`src/verilog/cc_pkg.sv`:
```
`default_nettype none

package cc_pkg;

    // request path.
    localparam int REQ_W = 32;

    // ecn marking ratio, one marked request after PACKET_GAP unmarked ones.
    localparam int PACKET_GAP = 5;
    localparam int MARK_CNT_W = 3;

    // measurement window, in cycles.
    localparam int MEASURE_GAP = 50;
    localparam int WIN_W = 6;

    // request queue.
    localparam int QUEUE_DEPTH = 8;
    localparam int QUEUE_AW = 3;

    // inter-request gap, in idle cycles.
    localparam int GAP_W = 4;
    localparam int GAP_MAX = 15;
    localparam int GAP_INC = 4;   // step up after a window with marks.

endpackage

`default_nettype wire

```
`src/verilog/ecn_marker.sv`:
```
`default_nettype none

module ecn_marker
    import cc_pkg::*;
(
    input  logic             aclk,
    input  logic             aresetn,

    input  logic             s_valid,
    output logic             s_ready,
    input  logic [REQ_W-1:0] s_data,

    output logic             mk_valid,
    input  logic             mk_ready,
    output logic [REQ_W-1:0] mk_data,
    output logic             mk_mark
);

    logic [MARK_CNT_W-1:0] pos_cnt;   // position inside the current group of six.
    logic                  fire;
    logic                  last_pos;

    // data path is pure pass-through, only the mark is added.
    assign mk_valid = s_valid;
    assign s_ready  = mk_ready;
    assign mk_data  = s_data;

    assign fire     = s_valid && mk_ready;
    assign last_pos = (pos_cnt == MARK_CNT_W'(PACKET_GAP));
    assign mk_mark  = last_pos;

    always_ff @(posedge aclk) begin
        if (!aresetn) begin
            pos_cnt <= '0;
        end else if (fire) begin
            if (last_pos) begin
                pos_cnt <= '0;   // wrap after the marked request.
            end else begin
                pos_cnt <= pos_cnt + 1'b1;
            end
        end
    end

    // counter stays inside the group.
    a_pos_range: assert property (
        @(posedge aclk) disable iff (!aresetn)
        pos_cnt <= MARK_CNT_W'(PACKET_GAP)
    );

endmodule

`default_nettype wire

```
`src/verilog/req_queue.sv`:
```
`default_nettype none

module req_queue
    import cc_pkg::*;
(
    input  logic             aclk,
    input  logic             aresetn,

    input  logic             wr_valid,
    output logic             wr_ready,
    input  logic [REQ_W-1:0] wr_data,
    input  logic             wr_mark,

    output logic             rd_valid,
    input  logic             rd_ready,
    output logic [REQ_W-1:0] rd_data,
    output logic             rd_mark
);

    logic [REQ_W-1:0]  mem_data [QUEUE_DEPTH];
    logic              mem_mark [QUEUE_DEPTH];

    logic [QUEUE_AW-1:0] wr_ptr;
    logic [QUEUE_AW-1:0] rd_ptr;
    logic [QUEUE_AW:0]   count;   // one bit wider so full is distinct from empty.

    logic do_wr;
    logic do_rd;

    assign wr_ready = (count != (QUEUE_AW + 1)'(QUEUE_DEPTH));
    assign rd_valid = (count != '0);

    assign do_wr = wr_valid && wr_ready;
    assign do_rd = rd_valid && rd_ready;

    // head of queue straight from storage.
    assign rd_data = mem_data[rd_ptr];
    assign rd_mark = mem_mark[rd_ptr];

    always_ff @(posedge aclk) begin
        if (do_wr) begin
            mem_data[wr_ptr] <= wr_data;
            mem_mark[wr_ptr] <= wr_mark;
        end
    end

    always_ff @(posedge aclk) begin
        if (!aresetn) begin
            wr_ptr <= '0;
            rd_ptr <= '0;
            count  <= '0;
        end else begin
            if (do_wr) wr_ptr <= wr_ptr + 1'b1;   // depth is a power of two, wraps itself.
            if (do_rd) rd_ptr <= rd_ptr + 1'b1;
            case ({do_wr, do_rd})
                2'b10:   count <= count + 1'b1;
                2'b01:   count <= count - 1'b1;
                default: count <= count;   // both or neither.
            endcase
        end
    end

    a_count_range: assert property (
        @(posedge aclk) disable iff (!aresetn)
        count <= (QUEUE_AW + 1)'(QUEUE_DEPTH)
    );

    // read pointer only moves when there was something to read.
    a_no_empty_read: assert property (
        @(posedge aclk) disable iff (!aresetn)
        (rd_ptr != $past(rd_ptr)) |-> ($past(count) != '0)
    );

endmodule

`default_nettype wire

```
`src/verilog/req_pacer.sv`:
```
`default_nettype none

module req_pacer
    import cc_pkg::*;
(
    input  logic             aclk,
    input  logic             aresetn,

    input  logic             q_valid,
    output logic             q_ready,
    input  logic [REQ_W-1:0] q_data,
    input  logic             q_mark,

    output logic             m_valid,
    input  logic             m_ready,
    output logic [REQ_W-1:0] m_data,
    output logic             m_mark,

    input  logic [GAP_W-1:0] cur_gap,
    output logic             out_mark_pulse
);

    logic [GAP_W-1:0] idle_cnt;   // idle cycles left before the next release.
    logic             open;
    logic             m_fire;

    assign open = (idle_cnt == '0);

    // gate the queue head with the idle counter.
    assign m_valid = q_valid && open;
    assign q_ready = m_ready && open;
    assign m_data  = q_data;
    assign m_mark  = q_mark;

    assign m_fire         = m_valid && m_ready;
    assign out_mark_pulse = m_fire && q_mark;

    always_ff @(posedge aclk) begin
        if (!aresetn) begin
            idle_cnt <= '0;
        end else if (m_fire) begin
            idle_cnt <= cur_gap;   // gap sampled at the transfer.
        end else if (!open) begin
            idle_cnt <= idle_cnt - 1'b1;
        end
    end

    // output must not drop or change before it is taken.
    // relies on the queue keeping its head while unread.
    a_valid_hold: assert property (
        @(posedge aclk) disable iff (!aresetn)
        (m_valid && !m_ready) |=> (m_valid && $stable(m_data) && $stable(m_mark))
    );

endmodule

`default_nettype wire

```
`src/verilog/cc_rate_ctrl.sv`:
```
`default_nettype none

module cc_rate_ctrl
    import cc_pkg::*;
(
    input  logic             aclk,
    input  logic             aresetn,

    input  logic             in_fire,
    input  logic             out_mark_pulse,
    output logic [GAP_W-1:0] cur_gap
);

    logic             running;     // set by the first input transfer.
    logic [WIN_W-1:0] win_cnt;
    logic             mark_seen;   // any mark left the path in this window.
    logic             win_end;
    logic             seen_any;
    logic [GAP_W:0]   gap_up;      // one spare bit for the saturation check.
    logic [GAP_W-1:0] gap_next;

    assign win_end  = running && (win_cnt == WIN_W'(MEASURE_GAP - 1));
    assign seen_any = mark_seen || out_mark_pulse;   // last cycle's mark counts too.
    assign gap_up   = {1'b0, cur_gap} + (GAP_W + 1)'(GAP_INC);

    // widen after congestion, otherwise narrow by one.
    always_comb begin
        if (seen_any) begin
            if (gap_up > (GAP_W + 1)'(GAP_MAX)) begin
                gap_next = GAP_W'(GAP_MAX);
            end else begin
                gap_next = gap_up[GAP_W-1:0];
            end
        end else if (cur_gap != '0) begin
            gap_next = cur_gap - 1'b1;
        end else begin
            gap_next = '0;
        end
    end

    always_ff @(posedge aclk) begin
        if (!aresetn) begin
            running   <= 1'b0;
            win_cnt   <= '0;
            mark_seen <= 1'b0;
            cur_gap   <= '0;
        end else if (!running) begin
            if (in_fire) begin
                running <= 1'b1;
                win_cnt <= '0;   // first window starts next cycle.
            end
        end else if (win_end) begin
            win_cnt   <= '0;
            mark_seen <= 1'b0;
            cur_gap   <= gap_next;
        end else begin
            win_cnt   <= win_cnt + 1'b1;
            mark_seen <= seen_any;
        end
    end

    a_gap_max: assert property (
        @(posedge aclk) disable iff (!aresetn)
        cur_gap <= GAP_W'(GAP_MAX)
    );

endmodule

`default_nettype wire

```
`src/verilog/cc_top.sv`:
```
`default_nettype none

module cc_top
    import cc_pkg::*;
(
    input  logic             aclk,
    input  logic             aresetn,

    input  logic             s_valid,
    output logic             s_ready,
    input  logic [REQ_W-1:0] s_data,

    output logic             m_valid,
    input  logic             m_ready,
    output logic [REQ_W-1:0] m_data,
    output logic             m_mark,

    output logic [GAP_W-1:0] cur_gap
);

    logic             mk_valid;
    logic             mk_ready;
    logic [REQ_W-1:0] mk_data;
    logic             mk_mark;

    logic             q_valid;
    logic             q_ready;
    logic [REQ_W-1:0] q_data;
    logic             q_mark;

    logic             out_mark_pulse;
    logic             in_fire;

    assign in_fire = s_valid && s_ready;   // starts the measurement windows.

    ecn_marker u_marker (
        .aclk     (aclk),
        .aresetn  (aresetn),
        .s_valid  (s_valid),
        .s_ready  (s_ready),
        .s_data   (s_data),
        .mk_valid (mk_valid),
        .mk_ready (mk_ready),
        .mk_data  (mk_data),
        .mk_mark  (mk_mark)
    );

    req_queue u_queue (
        .aclk     (aclk),
        .aresetn  (aresetn),
        .wr_valid (mk_valid),
        .wr_ready (mk_ready),
        .wr_data  (mk_data),
        .wr_mark  (mk_mark),
        .rd_valid (q_valid),
        .rd_ready (q_ready),
        .rd_data  (q_data),
        .rd_mark  (q_mark)
    );

    req_pacer u_pacer (
        .aclk           (aclk),
        .aresetn        (aresetn),
        .q_valid        (q_valid),
        .q_ready        (q_ready),
        .q_data         (q_data),
        .q_mark         (q_mark),
        .m_valid        (m_valid),
        .m_ready        (m_ready),
        .m_data         (m_data),
        .m_mark         (m_mark),
        .cur_gap        (cur_gap),
        .out_mark_pulse (out_mark_pulse)
    );

    cc_rate_ctrl u_rate_ctrl (
        .aclk           (aclk),
        .aresetn        (aresetn),
        .in_fire        (in_fire),
        .out_mark_pulse (out_mark_pulse),
        .cur_gap        (cur_gap)
    );

endmodule

`default_nettype wire

```
`config.mk`:
```
export PLATFORM = sky130hd
export DESIGN_NAME = cc_top
export DESIGN_NICKNAME = d
export VERILOG_FILES = /design/src/verilog/cc_pkg.sv /design/src/verilog/ecn_marker.sv /design/src/verilog/req_queue.sv /design/src/verilog/req_pacer.sv /design/src/verilog/cc_rate_ctrl.sv /design/src/verilog/cc_top.sv
export SDC_FILE = /design/constraint.sdc
export NUM_CORES = 1
export LEC_CHECK = 0
export ABC_CLOCK_PERIOD_IN_PS = 6640
export BUFFER_PORTS_ARGS = -buffer_cell sky130_fd_sc_hd__buf_2
export CORE_MARGIN = 5
export CORE_UTILIZATION = 55
export CTS_CLUSTER_DIAMETER = 100
export CTS_CLUSTER_SIZE = 10
export DETAILED_ROUTE_END_ITERATION = 8
export GPL_TIMING_DRIVEN = 0
export PLACE_DENSITY = 0.73
export SETUP_SLACK_MARGIN = 0.2
export SLEW_MARGIN = 15
export SYNTH_ARGS = -nofsm -noshare
export SYNTH_HDL_FRONTEND = slang
export SYNTH_SLANG_ARGS = --single-unit
```
`constraint.sdc`:
```
create_clock -name aclk -period 6.64 [get_ports aclk]
set_clock_uncertainty 0.1 [all_clocks]
set_input_delay 0.332 -clock aclk [delete_from_list [all_inputs] [get_ports aclk]]
set_output_delay 0.332 -clock aclk [all_outputs]
set_load 0.02 [all_outputs]
```
# Yosys cells after proc, flatten, opt, wreduce, memory -nomap -nowiden

Memory sizes are Yosys's and may differ from the RTL's. A register that Yosys moved wholly into a read port is not among the register bits.
Cells that the tools add are included.
W data, S select, Z words.

Memories kept: 2
Latch bits: 0
Memory bits (writable): 264
ROM bits: 0
Word-level logic and storage cells: 59
Register bits: 29
Output and inout bits: 39

Add/sub/neg operators: 9
Shift operators: 0
Muxes and demuxes: 18
Reduce and logical (&&, ||, !) cells: 14
Magnitude comparators: 1
Equal/unequal tests: 6
Bitwise gates (word level): 0
Divide/modulo/power cells: 0
$mul: 0

Memories:

| memory           | words | width | read ports | clocked after Yosys merged registers in | wr ports | line            | text |
|---|---|---|---|---|---|---|---|
| u_queue.mem_data | 8     | 32    | 1          | 1                                       | 1        | req_queue.sv:20 | `logic [REQ_W-1:0] mem_data [QUEUE_DEPTH];` |
| u_queue.mem_mark | 8     | 1     | 1          | 1                                       | 1        | req_queue.sv:21 | `logic mem_mark [QUEUE_DEPTH];` |

Operator list:

| cell                  | count |
|---|---|
| $mux W4               | 5 |
| $mux W6               | 3 |
| $mux W3               | 5 |
| $sub A4 B1 Y4 const B | 3 |
| $add A3 B1 Y3 const B | 3 |
| $pmux W4 S2           | 1 |
| $reduce_bool A4 Y1    | 2 |
| $logic_and A1 B1 Y1   | 7 |
| $add A6 B1 Y6 const B | 1 |
| $eq A6 B6 Y1 const B  | 1 |
| $add A4 B3 Y5 const B | 1 |
| $gt A5 B4 Y1 const B  | 1 |
| $add A4 B1 Y4 const B | 1 |
| $logic_not A4 Y1      | 1 |
| $mux W1               | 4 |
| $ne A4 B4 Y1 const B  | 1 |
| $reduce_bool A2 Y1    | 2 |
| $eq A3 B3 Y1 const B  | 1 |
| $eq A2 B1 Y1 const B  | 1 |
| $eq A2 B2 Y1 const B  | 1 |
| $ne A2 B2 Y1 const B  | 1 |
| $reduce_and A2 Y1     | 1 |
| $logic_or A1 B1 Y1    | 1 |

# Longest topological paths before layout

Word-level depth: 6
Mapped depth: 12
Depth with buffers taken out: 11

# Cells and area by module

Synthesis repeated with hierarchy kept, for this count alone.

Cell total of the unflattened synthesis: 648
Area total of the unflattened synthesis: 12206.7 µm²

By module, submodules not included:

| module       | area each (µm²) | seq. area each (µm²) | times used | cells an instance |
|---|---|---|---|---|
| req_queue    | 10615.2         | 8187.9               | 1          | 455 |
| cc_rate_ctrl | 676.9           | 240.2                | 1          | 78 |
| req_pacer    | 511.7           | 80.1                 | 1          | 65 |
| ecn_marker   | 396.6           | 60.1                 | 1          | 49 |
| cc_top       | 6.3             | 0.0                  | 1          | 1 |

# Worst setup path after synthesis

Ideal clock, no wire load.

Path type: register to register
From: reg u_queue.count[1]
To: mem u_queue.mem_data[0][0], enable pin
Data required time: 6.034 ns
Arrival time: 4.288 ns
Path slack: 1.746 ns
Buffers on the path: 1
Stages on the path, launching flop included: 6
Cell sequence: dfxtp_1 -> buf_2 -> nor3_1 -> a21boi_1 -> inv_2 -> nor4_1

Word-level cells in the longest chain between the ends: 4

Ends and longest elaborated chain:

| element                       | line            | text |
|---|---|---|
| start: declaration            | req_queue.sv:25 | `logic [QUEUE_AW:0] count;` |
| start signal: assignment      | req_queue.sv:56 | `2'b10: count <= count + 1'b1;` |
| start signal: assignment      | req_queue.sv:57 | `2'b01: count <= count - 1'b1;` |
| start signal: assignment      | req_queue.sv:58 | `default: count <= count;` |
| $ne A4 B4 Y1                  | req_queue.sv:30 | `assign wr_ready = (count != (QUEUE_AW + 1)'(QUEUE_DEPTH));` |
| $logic_and A1 B1 Y1           | req_queue.sv:33 | `assign do_wr = wr_valid && wr_ready;` |
| $mux W1                       | req_queue.sv:41 | `if (do_wr) begin` |
| $mux W1 (not written as such) | req_queue.sv:42 | `mem_data[wr_ptr] <= wr_data;` |
| end: declaration              | req_queue.sv:20 |  |

Every way passes these cells.

==> results.json <==
{
  "period_share_pct": 49.3,
  "synth_area_leaders": "edfxtp_1 69%, mux4_2 13%, dfxtp_1 5.6%, mux2_2 3.1%, nor2_1 1.0%",
  "holdPathStages": 1,
  "synth_top_area_share_pct": 69.0,
  "power.static_leakage_nw": 4.57,
  "instances_no_fill": 1005,
  "synth-compound-area-share_pct": 2.22,
  "status": "complete, no violations",
  "wl_per_cell_um": 22.7,
  "p_int_mw": 3.56,
  "setup_viol": 0,
  "seq_area_frac_synth_pct": 74.5,
  "synthTopCellsByCount": "264 x edfxtp_1, 65 x mux4_2, 32 x dfxtp_1, 32 x mux2_2, 32 x nor2_1",
  "cts_tree": "built",
  "nets": 776,
  "maxSlewHeadroom_pct": 41.9,
  "initial_utilization_pct": 56.3,
  "antenna_found_initial": 0,
  "cts_hold_buf": 19,
  "post-route-drc-count": 0,
  "yosysMostFrequentCell": "edfxtp_1",
  "dpl_worst_slack_ps": 3470,
  "reg2regPathDepth": 7,
  "syn_area_sq_mm": 0.0115,
  "synth_top_family_by_area": "multiplexers",
  "worst_setup_path_start_kind": "flip-flop",
  "grt_overflow": 0,
  "rsz0062_at_grt": "no",
  "io_buffers": 74,
  "fillCellCount": 1320,
  "gp_congestion": 0.743,
  "tightestPinTransition_ps": 867,
  "wl_um": 22800,
  "ys.flop_type": "edfxtp_1",
  "reg2reg_slack_ps": 3450,
  "diodes": 0,
  "swShare_pct": 24.2,
  "insertion_delay_ps": 500,
  "critPathKind": "reg -> out",
  "viasPerCell": 5.89,
  "dp_hpwl_um": 14900,
  "numClockSinks": 296,
  "yosysWarnings": 0,
  "rr_startpoint": "u_queue.count[0]$_SDFFE_PN0P_",
  "finalHoldViolations": 0,
  "syn_area_per_cell_sq_um": 20.1,
  "finalInstanceArea_sq_mm": 0.0137,
  "grt_pass1_wl_um": 35700,
  "dr.pass1.iters": 5,
  "path_clk_slew_ps": 50,
  "yosys.cell_types.count": 47,
  "drt_iter0_drc": 476,
  "endpoint_kind": "output pin",
  "yosys.area_share.simple_pct": 3.68,
  "layout-drive-gt1-share_pct": 35.8,
  "numPlacedInstances": 945,
  "worst_slack_ps": 3370,
  "period_minus_slack_ps": 3270,
  "ioPinCount": 75,
  "cts_post_setup_buffers_inserted": 0,
  "fin_util_pct": 67.1,
  "ys_ff_latch": 296,
  "hp-start": "s_data[27]",
  "p_switching_mw": 1.14,
  "num_vias": 5918,
  "p_seq_share_pct": 46.1,
  "synth-edff-count": 264,
  "grt_start_max_net_pins": 22,
  "synth_area_leader_cell": "edfxtp_1",
  "drv_cap": 0,
  "die_h_um": 155,
  "p_per_area_mw_per_mm2": 343,
  "hold_class": "in -> reg",
  "p_clk_share_pct": 35.2,
  "cts_max_level": 2,
  "rr_endpoint": "u_queue.mem_data[4][26]$_DFFE_PP_",
  "min_to": "u_queue.mem_data[7][27]$_DFFE_PP_",
  "core_sq_mm": 0.0204,
  "area_growth_syn_to_layout_pct": 19.3,
  "cp.required_ps": 6210,
  "cts_max_path_buffers": 3,
  "fp.dieW_um": 155,
  "maxSlewViolCount": 0,
  "cts_root_buf": "clkbuf_16",
  "synthAdderAreaFrac_pct": 0.980,
  "worstPathMaxFanout": 10,
  "power_mw": 4.70,
  "comb_power_share_pct": 18.7,
  "grt_pass1_vias": 6285,
  "syn-instance-count": 572,
  "fmaxAchievable_mhz": 306,
  "dieArea_sq_mm": 0.0239,
  "grtUsageTotal_pct": 19.6,
  "synthXorXnorAreaFrac_pct": 0.762,
  "cts_resized": 0,
  "synthesis.nets": 617,
  "postRouteAntennaNets": 0,
  "yosys-mux-area-fraction_pct": 16.6,
  "vdd_drop_max_v": 0.000172,
  "async_flop_share_pct": 0,
  "cts_buffers": 35,
  "placed_cell_area_sq_mm": 0.0126,
  "cp.arrival_ps": 2840,
  "num_rows": 52
}
==> layer usage <==
layer	GRT usage, %	up-vias	wire length [um]
met2	34.4	186	12100
met4	5.09	0	351
met5	0	-	0
li1	-	2651	-
met3	4.16	28	1330
met1	25.2	3053	9030
==> logic make-up (layout without fill, tap and decap cells) <==
group	Yosys count	after routing
AO/OA/AOI/OAI	41	41
XOR/XNOR	10	10
adder cells (fa/ha/maj)	9	9
buffers and inverters	30	193
flip-flops	296	296
multiplexers	103	103
AND/OR/NAND/NOR	83	83
==> worst max-delay path, stage by stage, from the launching register on <==
cell	delay, ps
dfxtp_1	390
buf_1	530
buf_4	390
mux4_2	550
mux2_2	310
buf_2	170
==> power by group through the flow <==
stage / sequential (mW) / clock, mW / combinational [mW]
detailed placement: 2.20 / 0 / 0.883
global placement: 2.20 / 0 / 0.841
global route: 2.17 / 1.78 / 0.959
finish: 2.17 / 1.66 / 0.880
CTS: 2.17 / 1.69 / 0.897
floorplan: 2.20 / 0 / 0.640
==> placed cells by master (no fill, tap or decap), types with 4 or more instances in the layout <==
master	instances
ha_1	9
nor3_1	6
buf_6	10
o21ai_1	4
edfxtp_1	264
mux2_2	32
clkbuf_16	37
dfxtp_1	32
nor2_1	29
a31oi_1	4
xor2_1	5
a21oi_1	19
nor3_2	4
xnor2_1	5
clkbuf_1	17
buf_2	82
dlygate4sd3_1	19
mux2i_1	4
nand2_1	14
buf_4	15
mux4_2	65
==> flip-flops by register name, summed over array words and instances (netlist names), named ones only <==
signal	flops
u_marker.pos_cnt	3
u_pacer.idle_cnt	4
u_queue.count	4
u_queue.mem_data	256
u_queue.mem_mark	8
u_queue.rd_ptr	3
u_queue.wr_ptr	3
u_rate_ctrl.cur_gap	4
u_rate_ctrl.mark_seen	1
u_rate_ctrl.running	1
u_rate_ctrl.win_cnt	6
==> worst max-delay path by stage <==
stage | startpoint | endpoint | cells past startpoint
6_report | flip-flop | m_data[21] | 5
4_1_cts | flip-flop | m_data[21] | 5
3_5_place_dp | u_queue.count[0]$_SDFFE_PN0P_ | u_queue.mem_data[4][9]$_DFFE_PP_ | 7
2_1_floorplan | u_queue.count[1]$_SDFFE_PN0P_ | u_queue.mem_data[0][0]$_DFFE_PP_ | 5
5_1_grt | flip-flop | m_data[21] | 5
3_3_place_gp | u_queue.count[1]$_SDFFE_PN0P_ | u_queue.mem_data[0][10]$_DFFE_PP_ | 5
==> metrics by stage <==
| stage | hold WS, ps | TNS [ps] |
|---|---|---|
| after detailed placement | 390 | 0 |
| final | 13.4 | 0 |
| after CTS | 0.420 | 0 |
| after global placement | 386 | -53730 |
| after floorplan | 331 | 0 |
| after global routing | 4.55 | 0 |
==> layout make-up <==
type	count	area (sq um)	area share, %
flip-flops and latches	296	8570	62.5
inverters	5	18.8	0.137
well taps	270	338	2.46
clock buffers	40	937	6.83
repair buffers	122	868	6.33
clock inverters	1	30.0	0.219
multi-input cells	246	2830	20.7
plain buffers	25	123	0.894
Note: power is estimated with default switching activity, not from simulation.
